--- src/rtl/common.sv ---
package common;

    localparam int WORD_W     = 32;
    localparam int REG_W      = 5;
    localparam int DMEM_WORDS = 256;                   // data memory depth in words
    localparam int DMEM_AW    = $clog2(DMEM_WORDS);    // word index width

    typedef logic [WORD_W-1:0]  word_t;       // data or address word
    typedef logic [REG_W-1:0]   regaddr_t;    // register index
    typedef logic [DMEM_AW-1:0] dmem_addr_t;  // data memory word index
    typedef logic [3:0]         byte_en_t;    // one bit per byte lane

    // ALU functions with PASS2 for lui
    typedef enum logic [3:0] {
        ADD   = 4'd0,
        SUB   = 4'd1,
        SLL   = 4'd2,
        SLT   = 4'd3,
        SLTU  = 4'd4,
        XOR   = 4'd5,
        SRL   = 4'd6,
        SRA   = 4'd7,
        OR    = 4'd8,
        AND   = 4'd9,
        PASS2 = 4'd10
    } alu_mode_t;

    typedef enum logic [1:0] {
        MA_X     = 2'd0,    // no memory access
        MA_LOAD  = 2'd1,
        MA_STORE = 2'd2
    } ma_mode_t;

    // same values as the funct3 field of loads and stores
    typedef enum logic [2:0] {
        MA_B  = 3'd0,
        MA_H  = 3'd1,
        MA_W  = 3'd2,
        MA_BU = 3'd4,
        MA_HU = 3'd5
    } ma_size_t;

    typedef enum logic [1:0] {
        WB_SRC_ALU  = 2'd0,
        WB_SRC_MEM  = 2'd1,
        WB_SRC_DATA = 2'd2  // precomputed such as pc+4
    } wb_src_t;

    localparam word_t    NOP_PC       = 32'hffff_ffff;  // reserved pc of a bubble
    localparam word_t    NOP_IR       = 32'h0000_0013;  // addi x0, x0, 0
    localparam ma_mode_t NOP_MA_MODE  = MA_X;
    localparam ma_size_t NOP_MA_SIZE  = MA_W;
    localparam wb_src_t  NOP_WB_SRC   = WB_SRC_ALU;
    localparam logic     NOP_WB_VALID = 1'b0;

endpackage

--- src/rtl/alu.sv ---
`timescale 1ns/1ps

module alu (
    input  wire common::alu_mode_t alu_mode_i,    // function select
    input  wire common::word_t     alu_op1_i,     // operand 1
    input  wire common::word_t     alu_op2_i,     // operand 2
    output common::word_t          alu_result_o   // result
);

    logic [4:0] shamt;    // rv32 shifts use five bits
    logic       lt_s;
    logic       lt_u;

    assign shamt = alu_op2_i[4:0];
    assign lt_s  = $signed(alu_op1_i) < $signed(alu_op2_i);
    assign lt_u  = alu_op1_i < alu_op2_i;

    always_comb begin
        case (alu_mode_i)
            common::ADD:
                alu_result_o = alu_op1_i + alu_op2_i;
            common::SUB:
                alu_result_o = alu_op1_i - alu_op2_i;
            common::SLL:
                alu_result_o = alu_op1_i << shamt;
            common::SLT:
                alu_result_o = {31'b0, lt_s};
            common::SLTU:
                alu_result_o = {31'b0, lt_u};
            common::XOR:
                alu_result_o = alu_op1_i ^ alu_op2_i;
            common::SRL:
                alu_result_o = alu_op1_i >> shamt;
            common::SRA:
                alu_result_o = common::word_t'($signed(alu_op1_i) >>> shamt);  // keeps sign
            common::OR:
                alu_result_o = alu_op1_i | alu_op2_i;
            common::AND:
                alu_result_o = alu_op1_i & alu_op2_i;
            common::PASS2:
                alu_result_o = alu_op2_i;    // lui immediate
            default:
                alu_result_o = '0;
        endcase
    end

endmodule

--- src/rtl/cpu_ex.sv ---
`timescale 1ns/1ps

module cpu_ex (
    input  wire  common::word_t     pc_i,          // program counter
    input  wire  logic              clk_i,
    input  wire  logic              reset_i,
    input  wire  common::word_t     ir_i,          // instruction word
    input  wire  common::word_t     alu_op1_i,
    input  wire  common::word_t     alu_op2_i,
    input  wire  common::alu_mode_t alu_mode_i,
    input  wire  common::ma_mode_t  ma_mode_i,     // memory access mode
    input  wire  common::ma_size_t  ma_size_i,     // memory access size
    input  wire  common::word_t     ma_data_i,     // store data
    input  wire  common::wb_src_t   wb_src_i,      // write-back source
    input  wire  common::word_t     wb_data_i,     // precomputed write-back data
    input  wire  logic              wb_valid_i,

    output common::regaddr_t        fwd_addr_o,    // destination of the op in EX
    output common::word_t           fwd_data_o,
    output logic                    fwd_ready_o,   // low while a load is pending
    output logic                    fwd_valid_o,
    output logic                    empty_o,       // stage holds a bubble

    output common::word_t           pc_o,
    output common::word_t           ir_o,
    output common::word_t           ma_addr_o,
    output common::ma_mode_t        ma_mode_o,
    output common::ma_size_t        ma_size_o,
    output common::word_t           ma_data_o,
    output common::wb_src_t         wb_src_o,
    output common::word_t           wb_data_o,
    output logic                    wb_valid_o
);

    common::word_t alu_result;

    alu alu0 (
        .alu_mode_i   (alu_mode_i),
        .alu_op1_i    (alu_op1_i),
        .alu_op2_i    (alu_op2_i),
        .alu_result_o (alu_result)
    );

    // forwarding view of the op currently in EX
    assign fwd_addr_o  = ir_i[11:7];
    assign fwd_data_o  = (wb_src_i == common::WB_SRC_ALU) ? alu_result : wb_data_i;
    assign fwd_ready_o = (ma_mode_i != common::MA_LOAD);
    assign fwd_valid_o = wb_valid_i;
    assign empty_o     = (pc_i == common::NOP_PC);

    always_ff @(posedge clk_i) begin
        if (reset_i) begin
            pc_o       <= common::NOP_PC;
            ir_o       <= common::NOP_IR;
            ma_addr_o  <= '0;
            ma_mode_o  <= common::NOP_MA_MODE;
            ma_size_o  <= common::NOP_MA_SIZE;
            ma_data_o  <= '0;
            wb_src_o   <= common::NOP_WB_SRC;
            wb_data_o  <= '0;
            wb_valid_o <= common::NOP_WB_VALID;
        end else begin
            pc_o       <= pc_i;
            ir_o       <= ir_i;
            ma_addr_o  <= (ma_mode_i == common::MA_X) ? '0 : alu_result;  // base + offset
            ma_mode_o  <= ma_mode_i;
            ma_size_o  <= ma_size_i;
            ma_data_o  <= ma_data_i;
            wb_src_o   <= wb_src_i;
            wb_data_o  <= fwd_data_o;
            wb_valid_o <= wb_valid_i;
        end
    end

endmodule

--- config.mk ---
export PLATFORM = sky130hd
export DESIGN_NAME = cpu_ex
export DESIGN_NICKNAME = d
export VERILOG_FILES = /design/src/rtl/common.sv /design/src/rtl/alu.sv /design/src/rtl/cpu_ex.sv
export SDC_FILE = /design/constraint.sdc
export NUM_CORES = 1
export LEC_CHECK = 0
export ABC_AREA = 1
export BUFFER_PORTS_ARGS = -buffer_cell sky130_fd_sc_hd__buf_2
export CAP_MARGIN = 20
export CORE_AREA = 5 5 271 141
export DETAILED_ROUTE_END_ITERATION = 10
export DIE_AREA = 0 0 276 146
export PLACE_DENSITY = 0.76
export SYNTH_ARGS = -nofsm -noshare
export SYNTH_HDL_FRONTEND = slang
export SYNTH_SLANG_ARGS = --single-unit
--- constraint.sdc ---
create_clock -name clk_i -period 9.5 [get_ports clk_i]
set_input_delay 1.9 -clock clk_i [delete_from_list [all_inputs] [get_ports clk_i]]
set_output_delay 1.9 -clock clk_i [all_outputs]
set_load 0.01 [all_outputs]
Yosys cells after proc, flatten, opt, wreduce, memory -nomap -nowiden --
Index checks and enable logic that the tools add are counted.
Word-level totals: flip-flop bits (word level) 168, input bits 206, output and inout bits 208, word-level logic and storage cells 37
Operators by class: add/subtract/negate cells 2, magnitude comparators 2, equal/unequal tests 12, shift operators 3, muxes and demuxes 2, bitwise logic cells 3, reductions and logical operators 4
Operators by type and width (number):
- $pmux 32 s11 | 1
- $lt 32x32->1 | 2
- $add 32x32->32 | 1
- $and 32x32->32 | 1
- $eq 32x32->1 const B | 1
- $mux 32 | 1
- $or 32x32->32 | 1
- $shl 32x5->32 | 1
- $shr 32x5->32 | 1
- $sshr 32x5->32 | 1
- $sub 32x32->32 | 1
- $xor 32x32->32 | 1
- $eq 4x3->1 const B | 4
- $eq 4x4->1 const B | 3
- $eq 4x2->1 const B | 2
- $eq 4x1->1 const B | 1
- $logic_not 2->1 | 2
- $logic_not 4->1 | 1
- $ne 2x1->1 const B | 1
- $reduce_or 2->1 | 1

Longest topological paths before layout --
word-level depth 3, depth in mapped cells 20, depth with buffers taken out 18

Hierarchy --
From an unflattened synthesis, not the netlist that was laid out.
Second synthesis, totals: cells, all modules 2814, area, all modules 15778.9 µm²
Modules (own cells, without submodules):
- alu | times used 1, cells each 2218, area each 10452.5 µm², seq. area each 0.0 µm²
- cpu_ex | times used 1, cells each 596, area each 5326.4 µm², seq. area each 3363.2 µm²

Least setup slack after synthesis --
No wires, ideal clock.
path kind input port to output port, from in alu_op2_i[2], to out fwd_data_o[0], arrival time 4.002 ns, required time 7.600 ns, path slack 3.598 ns, cell stages on the path 20, path buffers 4, cells stage by stage buf_2 > inv_2 > buf_2 > buf_2 > ha_1 > buf_2 > nor2_1 > nand2_1 > nand3_1 > nand2_1 > nand2_1 > nand2_1 > nand2_1 > nand2_1 > nand2_1 > nor2_1 > nor2_1 > nand3_1 > nand2_1 > inv_1
On the way: word-level cells in the longest chain between the ends 3, elaborated cells between the ends (all ways) 7, those cells by class order compare: 2; shift: 3; mux: 2
RTL lines:
- start, declared | RTL line cpu_ex.sv:9 | input wire common::word_t alu_op2_i,
- $lt 32x32->1, or another cell as far along | RTL line alu.sv:16 | assign lt_u = alu_op1_i < alu_op2_i;
- $pmux 32 s11 (*) | RTL line alu.sv:19 | case (alu_mode_i)
- $mux 32 (*) | RTL line cpu_ex.sv:46 | assign fwd_data_o = (wb_src_i == common::WB_SRC_ALU) ? alu_result : wb_data_i;
- end, declared | RTL line cpu_ex.sv:19 | output common::word_t fwd_data_o,
Mark *: on every way between the ends. The rest lies on a longest branch, timed or not.

Worst setup path in the final report --
from in alu_op2_i[1], to out fwd_data_o[30]
On the way: word-level cells in the longest chain between the ends 3, elaborated cells between the ends (all ways) 7, those cells by class add/sub: 2; shift: 3; mux: 2
RTL lines:
- $sub 32x32->32, or another cell as far along | RTL line alu.sv:23 | alu_result_o = alu_op1_i - alu_op2_i;
- $pmux 32 s11 (*) | RTL line alu.sv:19
- $mux 32 (*) | RTL line cpu_ex.sv:46
Marked as above.

==> flow_summary.ini <==
[finish]
ff_latch_area_um2 = 3360
stdcell_count = 3651
nFillCells = 3840
multi_input_area_um2 = 9910
drive_gt1_frac = 0.164
finalNetCount = 3461
syn2layout_area_growth_pct = 18.0

[timing]
fin_crit_ns = 7.10
whs_ns = 1.65
finalSetupTns_ns = 0
finalCritPeriodShare = 0.748
tightestPinTransition_ns = 1.10
finalHoldViolations = 0
setup_viol = 0
fmax_ghz = 0.141
rsz0062_at_grt = false
slew_headroom = 0.258
slew_violations = 0

[synth]
yosys-top-cells-count = nand2_1, nand3_1, inv_1, nor2_1, dfxtp_1
syn_area_um2 = 15700
yosysSeqAreaShare = 0.214
yosysWarnings = 0
dominantRegCellSynth = dfxtp_1
syn_area_per_cell_um2 = 5.54
synth_seq_cells = 168
synth_area_leaders = dfxtp_1, nand2_1, nand3_1
synthArstFlopShare = 0
postSynthCellCount = 2831
synth_fp_nets = 3139
synth_largest_area_cell = dfxtp_1
synth_edf_count = 0
synth.top_cell.area_share = 0.214
ys_types = 38
yosysMostFrequentCell = nand2_1

[floorplanning]
design.die.area_um2 = 40300
coreArea_um2 = 35400
rows = 49
start_util = 0.443
boundaryPins = 414
fp.dieH_um = 146
die_w_um = 276

[power]
combinationalPowerShare = 0.372
p_per_area_nw_per_um2 = 127
power.leakage_nw = 10.9
ir_worst_vdd_mv = 0.125
p_sw_frac = 0.415
internal_power_mw = 1.38
pwr-share-seq = 0.322
power.switching_mw = 0.977
clkPwrFrac = 0.306

[setup_path]
worstSetupEndpointType = output port
path_class = input port to output port
worstPathMaxFanout = 32
worstPathRequired_ns = 7.60
arrival_ns = 5.20
startpoint_type = input port

[clocking]
path_clk_slew_ns = 0.07
cts_sinks = 168
h-tree-depth = 4
clk_path_buf_depth = 2
cts_root_buf = clkbuf_16
postCtsSetupBuffers = 0
post_cts_resize_count = 0
cts_tree = yes
ctsHoldBuffers = 0
cts_buffers = 17

[route]
drtPass1Iterations = 9
vias = 20100
drc_errors = 0
drtIter0Drc = 3395
routed_via_density = 5.52
final_antenna_net_count = 0
wirelength_um = 78600
wl_per_cell_um = 21.5

[global_routing]
grt_start_max_net_pins = 84
antenna_found_initial = 1
grt_pass1_vias = 17300
grt.total_usage = 0.365
grt_overflow = 0
grt_pass1_wl_um = 113000

[placed_design]
placed_cells = 3618
place_congestion = 1.12
place_hpwl_um = 64600
port_buffers = 413

[flow_run]
max_cap_viol_count = 0

[worst_hold_path]
hold_class = input port to flop

[outcome]
status = completed
-- cell families (layout without fill, tap and decap cells) --
family,after synthesis,after routing,synth area share
other cells,0,1,0
flops,168,168,0.214
xor+xnor,2,2,0.00112
buf+inv,611,946,0.154
fa+ha+maj,102,102,0.0823
compound gates,183,183,0.0642
simple gates,1765,1765,0.484
-- flip-flops by register name, indices dropped and copies added, names as in the netlist --
register	count
wb_valid_o	1
wb_data_o	32
pc_o	32
ma_size_o	3
ma_data_o	32
wb_src_o	2
ma_addr_o	32
ir_o	32
ma_mode_o	2
-- per-stage QoR --
step | cell area, um2 | power, mW | setup slack (ns) | utilization
3_3_place_gp | 17900 | 1.60 | 2.70 | 0.505
3_5_place_dp | 17900 | 1.60 | 2.67 | 0.505
4_1_cts | 18500 | 2.31 | 2.66 | 0.522
2_1_floorplan | 15700 | 1.27 | 3.60 | -
6_report | 18500 | 2.35 | 2.40 | 0.522
5_1_grt | 18500 | 2.45 | 2.35 | 0.522
-- critical path, cell delays in order --
cell	delay, ns
buf_2	0.52
inv_2	0.45
buf_4	0.35
or2_1	0.27
nand3_1	0.13
nand3_1	0.20
nand3_1	0.15
o21ai_0	0.29
nor2_1	0.45
nand4_1	0.16
nand2_1	0.11
inv_1	0.04
buf_2	0.13
-- layout make-up --
type | count | share of cell area
Clock buffer | 17 | 0.0230
Multi-Input combinational cell | 2052 | 0.536
Timing Repair Buffer | 430 | 0.119
Antenna cell | 1 | 0.000135
Tap cell | 484 | 0.0327
Clock inverter | 15 | 0.00980
Inverter | 484 | 0.0983
Sequential cell | 168 | 0.182
-- final timing paths --
check | startpoint | endpoint | slack (ns) | cells past startpoint
worst max-delay path | alu_op2_i[1] | fwd_data_o[30] | 2.40 | 13
worst min-delay path | ir_i[4] | ir_o[4]$_SDFF_PP1_ | 1.65 | 2
-- routing by layer --
metal | vias up | share of wire | routed length, um | global-route usage
met5 | - | 0.00024 | 19 | 0
met4 | 2 | 0.015 | 1180 | 0.0526
met3 | 86 | 0.18 | 14100 | 0.192
met2 | 1496 | 0.37 | 29200 | 0.472
met1 | 9030 | 0.43 | 34100 | 0.538
li1 | 9530 | - | - | -
-- power by group through the flow --
stage	combinational (mW)	sequential [mW]	clock (mW)
6_report	0.876	0.757	0.720
2_1_floorplan	0.472	0.799	0
3_5_place_dp	0.826	0.774	0
3_3_place_gp	0.828	0.772	0
5_1_grt	0.935	0.762	0.758
4_1_cts	0.830	0.757	0.727
-- layout by cell type, fill, tap and decap left out, types with 3 or more instances in the layout --
master      count
nand2_1       849
nand3_1       491
inv_1         472
buf_2         412
nor2_1        277
dfxtp_1       168
ha_1          100
a21oi_1        72
o21ai_0        55
nand4_1        55
or2_2          36
nor3_1         28
o22ai_1        26
buf_4          18
clkbuf_16      17
inv_2          10
o211ai_1        9
a31oi_1         8
nor4_1          8
and2_1          6
nor2_2          5
o21bai_1        4
nor2_4          4
o21ai_1         4
inv_8           4
and3_1          3
clkinv_8        3
clkinvlp_4      3
inv_6           3
No activity file was read; power rests on OpenSTA's default activity.
