[src/rtl/common.sv]
package common;

    localparam int WORD_W     = 32;
    localparam int REG_W      = 5;
    localparam int DMEM_WORDS = 256;                   // data memory depth in words
    localparam int DMEM_AW    = $clog2(DMEM_WORDS);    // word index width

    typedef logic [WORD_W-1:0]  word_t;       // data or address word
    typedef logic [REG_W-1:0]   regaddr_t;    // register index
    typedef logic [DMEM_AW-1:0] dmem_addr_t;  // data memory word index
    typedef logic [3:0]         byte_en_t;    // one bit per byte lane

    // ALU functions with PASS2 for lui
    typedef enum logic [3:0] {
        ADD   = 4'd0,
        SUB   = 4'd1,
        SLL   = 4'd2,
        SLT   = 4'd3,
        SLTU  = 4'd4,
        XOR   = 4'd5,
        SRL   = 4'd6,
        SRA   = 4'd7,
        OR    = 4'd8,
        AND   = 4'd9,
        PASS2 = 4'd10
    } alu_mode_t;

    typedef enum logic [1:0] {
        MA_X     = 2'd0,    // no memory access
        MA_LOAD  = 2'd1,
        MA_STORE = 2'd2
    } ma_mode_t;

    // same values as the funct3 field of loads and stores
    typedef enum logic [2:0] {
        MA_B  = 3'd0,
        MA_H  = 3'd1,
        MA_W  = 3'd2,
        MA_BU = 3'd4,
        MA_HU = 3'd5
    } ma_size_t;

    typedef enum logic [1:0] {
        WB_SRC_ALU  = 2'd0,
        WB_SRC_MEM  = 2'd1,
        WB_SRC_DATA = 2'd2  // precomputed such as pc+4
    } wb_src_t;

    localparam word_t    NOP_PC       = 32'hffff_ffff;  // reserved pc of a bubble
    localparam word_t    NOP_IR       = 32'h0000_0013;  // addi x0, x0, 0
    localparam ma_mode_t NOP_MA_MODE  = MA_X;
    localparam ma_size_t NOP_MA_SIZE  = MA_W;
    localparam wb_src_t  NOP_WB_SRC   = WB_SRC_ALU;
    localparam logic     NOP_WB_VALID = 1'b0;

endpackage

[src/rtl/cpu_wb.sv]
`timescale 1ns/1ps

module cpu_wb (
    input  wire  logic             clk_i,
    input  wire  logic             reset_i,
    input  wire  common::word_t    pc_i,
    input  wire  common::regaddr_t wb_addr_i,     // destination register
    input  wire  common::word_t    wb_data_i,
    input  wire  logic             wb_valid_i,
    input  wire  common::regaddr_t rd_addr_i,     // observation read port
    output common::word_t          rd_data_o,
    output common::word_t          retire_pc_o,
    output common::regaddr_t       retire_addr_o,
    output common::word_t          retire_data_o,
    output logic                   retire_valid_o
);

    common::word_t regs [1:31];    // x0 is not stored

    assign rd_data_o = (rd_addr_i == '0) ? '0 : regs[rd_addr_i];

    always_ff @(posedge clk_i) begin
        if (reset_i) begin
            for (int i = 1; i < 32; i++) begin
                regs[i] <= '0;
            end
        end else if (wb_valid_i && (wb_addr_i != '0)) begin
            regs[wb_addr_i] <= wb_data_i;
        end
    end

    // retire record for one cycle per valid op
    always_ff @(posedge clk_i) begin
        if (reset_i) begin
            retire_pc_o    <= common::NOP_PC;
            retire_addr_o  <= '0;
            retire_data_o  <= '0;
            retire_valid_o <= 1'b0;
        end else begin
            retire_pc_o    <= pc_i;
            retire_addr_o  <= wb_addr_i;
            retire_data_o  <= wb_data_i;
            retire_valid_o <= wb_valid_i;
        end
    end

endmodule

[config.mk]
export PLATFORM = sky130hd
export DESIGN_NAME = cpu_wb
export DESIGN_NICKNAME = d
export VERILOG_FILES = /design/src/rtl/common.sv /design/src/rtl/cpu_wb.sv
export SDC_FILE = /design/constraint.sdc
export NUM_CORES = 1
export LEC_CHECK = 0
export ABC_AREA = 0
export BUFFER_PORTS_ARGS = -buffer_cell sky130_fd_sc_hd__buf_2
export CORE_AREA = 2 2 382 290
export DETAILED_ROUTE_END_ITERATION = 6
export DIE_AREA = 0 0 384 292
export GPL_TIMING_DRIVEN = 0
export PLACE_DENSITY = 0.64
export SYNTH_ARGS = -nofsm -noshare
export SYNTH_HDL_FRONTEND = slang
export SYNTH_SLANG_ARGS = --single-unit
[constraint.sdc]
create_clock -name clk_i -period 3.4 [get_ports clk_i]
set_input_delay 0.17 -clock clk_i [delete_from_list [all_inputs] [get_ports clk_i]]
set_output_delay 0.17 -clock clk_i [all_outputs]
set_load 0.05 [all_outputs]
Word-level counts from Yosys, hierarchy flattened --
Memories as Yosys holds them, arrays and structs flattened. Cells that the tools add are included.
Operators by class: multiplexer cells 9, reduce and logical (&&, ||, !) cells 4
Operator list (number):
- $mux 32 | 2
- $reduce_or 32->1 | 1
- $mux 1 | 6
- $logic_not 5->1 | 1
- $mux 5 | 1
- $reduce_bool 5->1 | 1
- $logic_and 1x1->1 | 1
Storage, ports and cells: memories 1, word-level logic and storage cells 18, memory bits (writable) 992, bits of input ports 77, output and inout bits 102, bits in registers 70
Memories:
- regs | depth 31, width 32, read ports 1, clocked after Yosys merged registers in 0, write ports 31, RTL line cpu_wb.sv:18 | common::word_t regs [1:31];

Logic depth before layout (Yosys ltp) --
Gate-level depths: netlist (run 1).
depth in word-level cells 7, gate-level depth with buffers 8, gate-level depth less buffers 4

Least setup slack after synthesis (run 1) --
OpenSTA, ideal clock, no wires.
path type input -> output, start input port rd_addr_i[2], end output port rd_data_o[30], required time 3.230 ns, stages on the path 7, path buffers 3, data arrival time 2.410 ns, path slack 0.820 ns, cell sequence buf_4 buf_6 buf_6 mux2i_1 a221oi_1 o21ai_0 a311oi_1
On the way: word-level cells in the longest chain between the ends 2, elaborated cells between the ends (all ways) 3, classes of those cells 1 x mux; 1 x reduce/logical; 1 x memory
RTL lines:
- start: declaration | RTL line cpu_wb.sv:10 | input wire common::regaddr_t rd_addr_i,
- $mem_v2 31x32 or $logic_not 5->1 (tied branches)
- $mux 32 * | RTL line cpu_wb.sv:20 | assign rd_data_o = (rd_addr_i == '0) ? '0 : regs[rd_addr_i];
- end: declaration | RTL line cpu_wb.sv:11 | output common::word_t rd_data_o,
Every way passes the cells marked *; elsewhere a longest branch is shown, timed or not.

Worst setup path in the final report (run 1) --
start input port rd_addr_i[4], end output port rd_data_o[3]
Same word-level chain as after synthesis.

==> results_dict.tcl, run 1 <==
set metrics [dict create \
    status "complete, but fails checks" \
    violations "DRC, setup timing" \
    min_to "retire_pc_o[8]" \
    ys.flop_type "edfxtp_1" \
    initial_utilization 0.447 \
    syn_area_per_cell_um2 15.6 \
    fillers 9012 \
    pin_count 179 \
    synth_most_common_cell "edfxtp_1" \
    slowest_stage "a311oi_1" \
    multi_input_comb_area_um2 15000 \
    hold_viol 0 \
    gp_congestion 0.890 \
    power_mw 30.9 \
    root_buffer "clkbuf_16" \
    cts_max_level 3 \
    drt-pass1-iter-count 7 \
    min_from "pc_i[8]" \
    rsz0062_at_grt "no" \
    area_delta_synth_final_pct 14.8 \
    min_path_type "input pin to flip-flop" \
    ys_types 37 \
    drt-total-wl_um 146000 \
    die_w_um 384 \
    cts_buffers 106 \
    drcViolationCount 4 \
    ys_ff_latch 1094 \
    hpwlAfterDp_um 98200 \
    syn_area_um2 48400 \
    seq_area_um2 32200 \
    rows 105 \
    worst_pin_slew_ns 1.34 \
    ys_async_sr_fraction 0 \
    grt_pass1_vias 28000 \
    fin_nets 3560 \
    required_ns 3.23 \
    avgViaCountPerCell 5.68 \
    synth_commonest_cells "1024 x edfxtp_1, 993 x and2_1, 216 x mux4_2" \
    grt_max_degree 33 \
    clock_sinks 1094 \
    period_share 1.00 \
    final_max_slew_viol_count 0 \
    relSlewSlack 0.107 \
    antenna_left 0 \
    hold_depth 3 \
    avgRoutedWirePerCell_um 29.2 \
    finalSetupViolCount 1 \
    cp.arrival_ns 3.24 \
    fin_ws_ns -0.0128 \
    clkTransAtPathRegs_ns 0.06 \
    crit_chain "buf_2 -> or2_1 -> clkbuf_1 -> clkbuf_1 -> o21ai_1 -> a311oi_1 -> buf_2" \
    leakage_nw 19.6 \
    drive_gt1_frac 0.215 \
    cts_tree "built" \
    ctsLongestPathBuffers 3 \
    drv_cap 0 \
    instances_no_fill 5013 \
    end_kind "output pin" \
    dieArea_um2 112000 \
    worstPathMaxFanout 10 \
    grt_remaining_overflow 0 \
    drt_iter0_drc 3688 \
    antenna_found_initial 1 \
    synth_edf_count 1024 \
    max_freq_ghz 0.293 \
    synth_cells 3102 \
    die-height_um 292 \
    core_area_um2 108000 \
    synth_top_area_share 0.635 \
    portBuffers 171 \
    grt_first_pass_wirelength_um 204000 \
    finalCriticalPeriod_ns 3.41 \
    critPathMaxStageDelay_ns 0.82 \
    dr_total_vias 28500 \
    cts_setup_buffers 0 \
    ir_worst_vdd_v 0.000404 \
    dp.cells 4748 \
    post-route-util 0.513 \
    yosys-top-cells-area "edfxtp_1 63%, and2_1 13%, mux4_2 10%" \
    yosys_warnings 0 \
    cp-start-kind "input pin" \
    path_class "input pin to output pin" \
    powerDensity_nw_per_um2 556 \
    track_usage 0.260 \
    synth.largest_area_cell "edfxtp_1" \
    ys_seq_area_frac 0.664 \
]
-- cells by family (layout without fill, tap and decap cells) --
family | Yosys count | after routing | share of synthesized area
and+or+nand+nor | 1197 | 1197 | 0.153
AOI/OAI and AO/OA | 183 | 183 | 0.0272
buffers and inverters | 307 | 740 | 0.0301
muxes | 320 | 320 | 0.125
other | 1 | 35 | 0.0000774
DFF | 1094 | 1094 | 0.664
-- through the flow --
| stage | worst slack [ns] | hold slack, ns | instance area (um2) | TNS, ns |
|---|---|---|---|---|
| 6_report | -0.0128 | 0.169 | 55600 | -0.0128 |
| 5_1_grt | 0.0341 | 0.155 | 55600 | 0 |
| 4_1_cts | -0.0104 | 0.126 | 55600 | -0.0104 |
| 3_5_place_dp | -0.506 | 0.354 | 51200 | -6.92 |
| 3_3_place_gp | -0.543 | 0.352 | 51200 | -5.22 |
| 2_1_floorplan | 0.820 | 0.269 | 48500 | 0 |
-- registers in the layout, indices dropped and copies added, names as in the netlist --
signal and flops:
regs 1024, retire_data_o 32, retire_valid_o 1, retire_addr_o 5, retire_pc_o 32
-- worst max path at each step --
stage	slack (ns)	cells after the start	start	to
final	-0.01	7	rd_addr_i[4]	rd_data_o[3]
after global routing	0.03	7	reset_i	regs[6][2]
after CTS	-0.01	7	rd_addr_i[3]	rd_data_o[20]
after detailed placement	-0.51	7	rd_addr_i[3]	rd_data_o[14]
after global placement	-0.54	7	rd_addr_i[3]	rd_data_o[14]
after floorplan	0.82	7	rd_addr_i[2]	rd_data_o[30]
-- metal layers --
layer,vias up,part of all wire,track usage
met5,-,0,0
met4,0,0.025,0.0675
met3,221,0.11,0.0810
met2,1522,0.43,0.372
met1,14600,0.43,0.385
li1,12100,-,-
-- report_power, final --
group	switching (mW)	total [mW]	internal [mW]	leakage [nW]
Combinational	1.92	2.85	0.930	7.49
Clock	5.25	12.5	7.21	1.72
Sequential	0.189	15.6	15.4	10.3
Total	7.36	30.9	23.6	19.6
-- timing repair --
action | in CTS | in global routing
endpoints found under the hold margin | 134 | 0
gates resized for setup | 12 | 9
endpoints found under the setup margin | 17 | 54
hold buffers | 71 | 0
-- critical path: cells and delay by family --
family,cells,cell delay [ns]
buffers and inverters,4,1.84
AND/OR/NAND/NOR,1,0.15
AO/OA/AOI/OAI,2,1.05
-- placed cells by master, fill, tap and decap left out, drive strengths merged, types with 36 or more instances in the layout --
cell	instances
and2	993
buf	262
clkbuf	354
dfxtp	70
dlygate4sd3	71
edfxtp	1024
mux2i	64
mux4	224
nor2	36
nor2b	72
o21ai	55
or2	64
-- final cells by class --
class / instances / area share
Buffer: 306 / 0.0262
Inverter: 1 / 0.0000675
Multi-Input combinational cell: 1732 / 0.271
Sequential cell: 1094 / 0.578
Clock inverter: 52 / 0.0121
Antenna cell: 3 / 0.000135
Tap cell: 1444 / 0.0325
Timing Repair Buffer: 242 / 0.0282
Clock buffer: 139 / 0.0523
Note: power is estimated with default switching activity, not from simulation.
==> run 2, diff against run 1 <==
==> constraint.sdc (replaced) <==
create_clock -name clk_i -period 3.44 [get_ports clk_i]
set_input_delay 0.172 -clock clk_i [delete_from_list [all_inputs] [get_ports clk_i]]
set_output_delay 0.172 -clock clk_i [all_outputs]
set_load 0.05 [all_outputs]
==> run 2 against run 1 <==
  * The flow now finishes without violations
  * Flip-flop and latch count stayed put
  * Global-route usage did not move
  * Setup slack better by 0.029 ns
  * Sequential share of layout area about the same
  * Count of clock-buffer cells in the layout stayed put
  * Worst hold slack got worse by 0.0059 ns
  * Critical path type unchanged
  * Non-clock buffer count unchanged
  * Wire length barely moved
  * Utilization hardly changed
  * First-iteration DRC count increased by 0.95%
==> results_dict.tcl, run 2 (same netlist as run 1, synthesis figures left out) <==
set metrics [dict create \
    clkTransAtPathRegs_ns 0.06 \
    path_class "input pin to output pin" \
    die-height_um 292 \
    drt-total-wl_um 146000 \
    use_met3 0.0810 \
    hpwlAfterDp_um 98200 \
    fin_nets 3560 \
    max_freq_ghz 0.292 \
    drive_gt1_frac 0.215 \
    drcViolationCount 0 \
    drt_iter0_drc 3723 \
    post-route-util 0.513 \
    cts_tree "built" \
    finalSetupViolCount 0 \
    dieArea_um2 112000 \
    antenna_found_initial 1 \
    cts_max_level 3 \
    clock_sinks 1094 \
    status "finished, final reports clean" \
    grt_first_pass_wirelength_um 204000 \
    relSlewSlack 0.0937 \
    grt_busiest_layer "met1" \
    critPathMaxStageDelay_ns 0.71 \
    final_max_slew_viol_count 0 \
    die_w_um 384 \
    portBuffers 171 \
    end_kind "output pin" \
    final_common_cell "edfxtp_1" \
    hold_viol 0 \
    worst_pin_slew_ns 1.36 \
    ctsLongestPathBuffers 3 \
    cts_buffers 106 \
    rsz0062_at_grt "no" \
    dr_total_vias 28600 \
    largest_register "regs" \
    worstPathMaxFanout 10 \
    powerDensity_nw_per_um2 550 \
    grt_max_degree 33 \
    hold_slack_ns 0.163 \
    core_area_um2 108000 \
    grt.met1_usage 0.385 \
    cts_setup_buffers 0 \
    area_delta_synth_final_pct 14.8 \
    required_ns 3.27 \
    drv_cap 0 \
    finalCriticalPeriod_ns 3.42 \
    leakage_nw 19.6 \
    rows 105 \
    min_path_type "input pin to flip-flop" \
    pin_count 179 \
    use_met2 0.372 \
    gp_congestion 0.890 \
    antenna_left 0 \
    avgRoutedWirePerCell_um 29.2 \
    largest_reg_flops 1024 \
    drt-pass1-iter-count 6 \
    period_share 0.995 \
    cpMostUsedCell "buf_2" \
    reg_top3 "regs (1024), retire_data_o (32), retire_pc_o (32)" \
    ir_worst_vdd_v 0.000403 \
    root_buffer "clkbuf_16" \
    slowest_stage "nor2_2" \
    crit_chain "buf_2 -> inv_2 -> buf_4 -> buf_2 -> nor2_2 -> a22oi_1 -> a311oi_4 -> buf_2" \
    grt_remaining_overflow 0 \
    initial_utilization 0.447 \
    track_usage 0.260 \
    grt_pass1_vias 28000 \
    layout_common_cells "1024 x edfxtp_1, 993 x and2_1, 226 x clkbuf_1, 221 x buf_2, 216 x mux4_2" \
    cp-start-kind "input pin" \
    avgViaCountPerCell 5.70 \
    cp.arrival_ns 3.25 \
]
## run 2: layer usage
layer  vias up  routed length, um
met5         -                  0
met4         0               3800
met3       235              17900
met2      1687              63100
met1     14500              61700
li1      12100                  -
## run 2: final timing paths
path / from / cells past startpoint / slack (ns) / to
worst max-delay path: rd_addr_i[0] / 8 / 0.02 / rd_data_o[0]
worst min-delay path: pc_i[8] / 3 / 0.16 / retire_pc_o[8]
## run 2: power by group
part	switching [mW]	total (mW)	internal, mW
clock network	5.20	12.3	7.13
registers	0.187	15.4	15.3
logic	1.90	2.81	0.919
total	7.28	30.6	23.3
## run 2: what timing repair did
item                       in CTS  in global routing
setup endpoints to repair      14                 45
gates resized for setup        12                  8
pin swaps                       0                  0
hold endpoints to repair      134                  0
hold buffers                   71                  0
## run 2: through the flow
step	std cells	cell area, um2	setup WS [ns]	total power [mW]	setup TNS, ns
CTS	5010	55600	0.0256	30.6	0
global route	5010	55600	0.0266	31.3	0
detailed placement	4748	51200	-0.470	18.4	-4.78
floorplan	3133	48500	0.856	17.3	0
finish	5013	55600	0.0163	30.6	0
global placement	4748	51200	-0.507	18.4	-3.78
## run 2: final cells by class
| type | count | area [um2] |
|---|---|---|
| inverters | 1 | 3.75 |
| multi-input cells | 1732 | 15000 |
| diodes | 3 | 7.51 |
| repair buffers | 242 | 1570 |
| flip-flops and latches | 1094 | 32200 |
| clock buffers | 139 | 2910 |
| well taps | 1444 | 1810 |
| clock inverters | 52 | 674 |
| plain buffers | 306 | 1460 |
| fillers | 9014 | 52800 |
## run 2: critical path: cells and delay by family
kind	cells	cell delay, ns
simple gates	1	0.71
buf+inv	5	1.33
compound gates	2	1.00
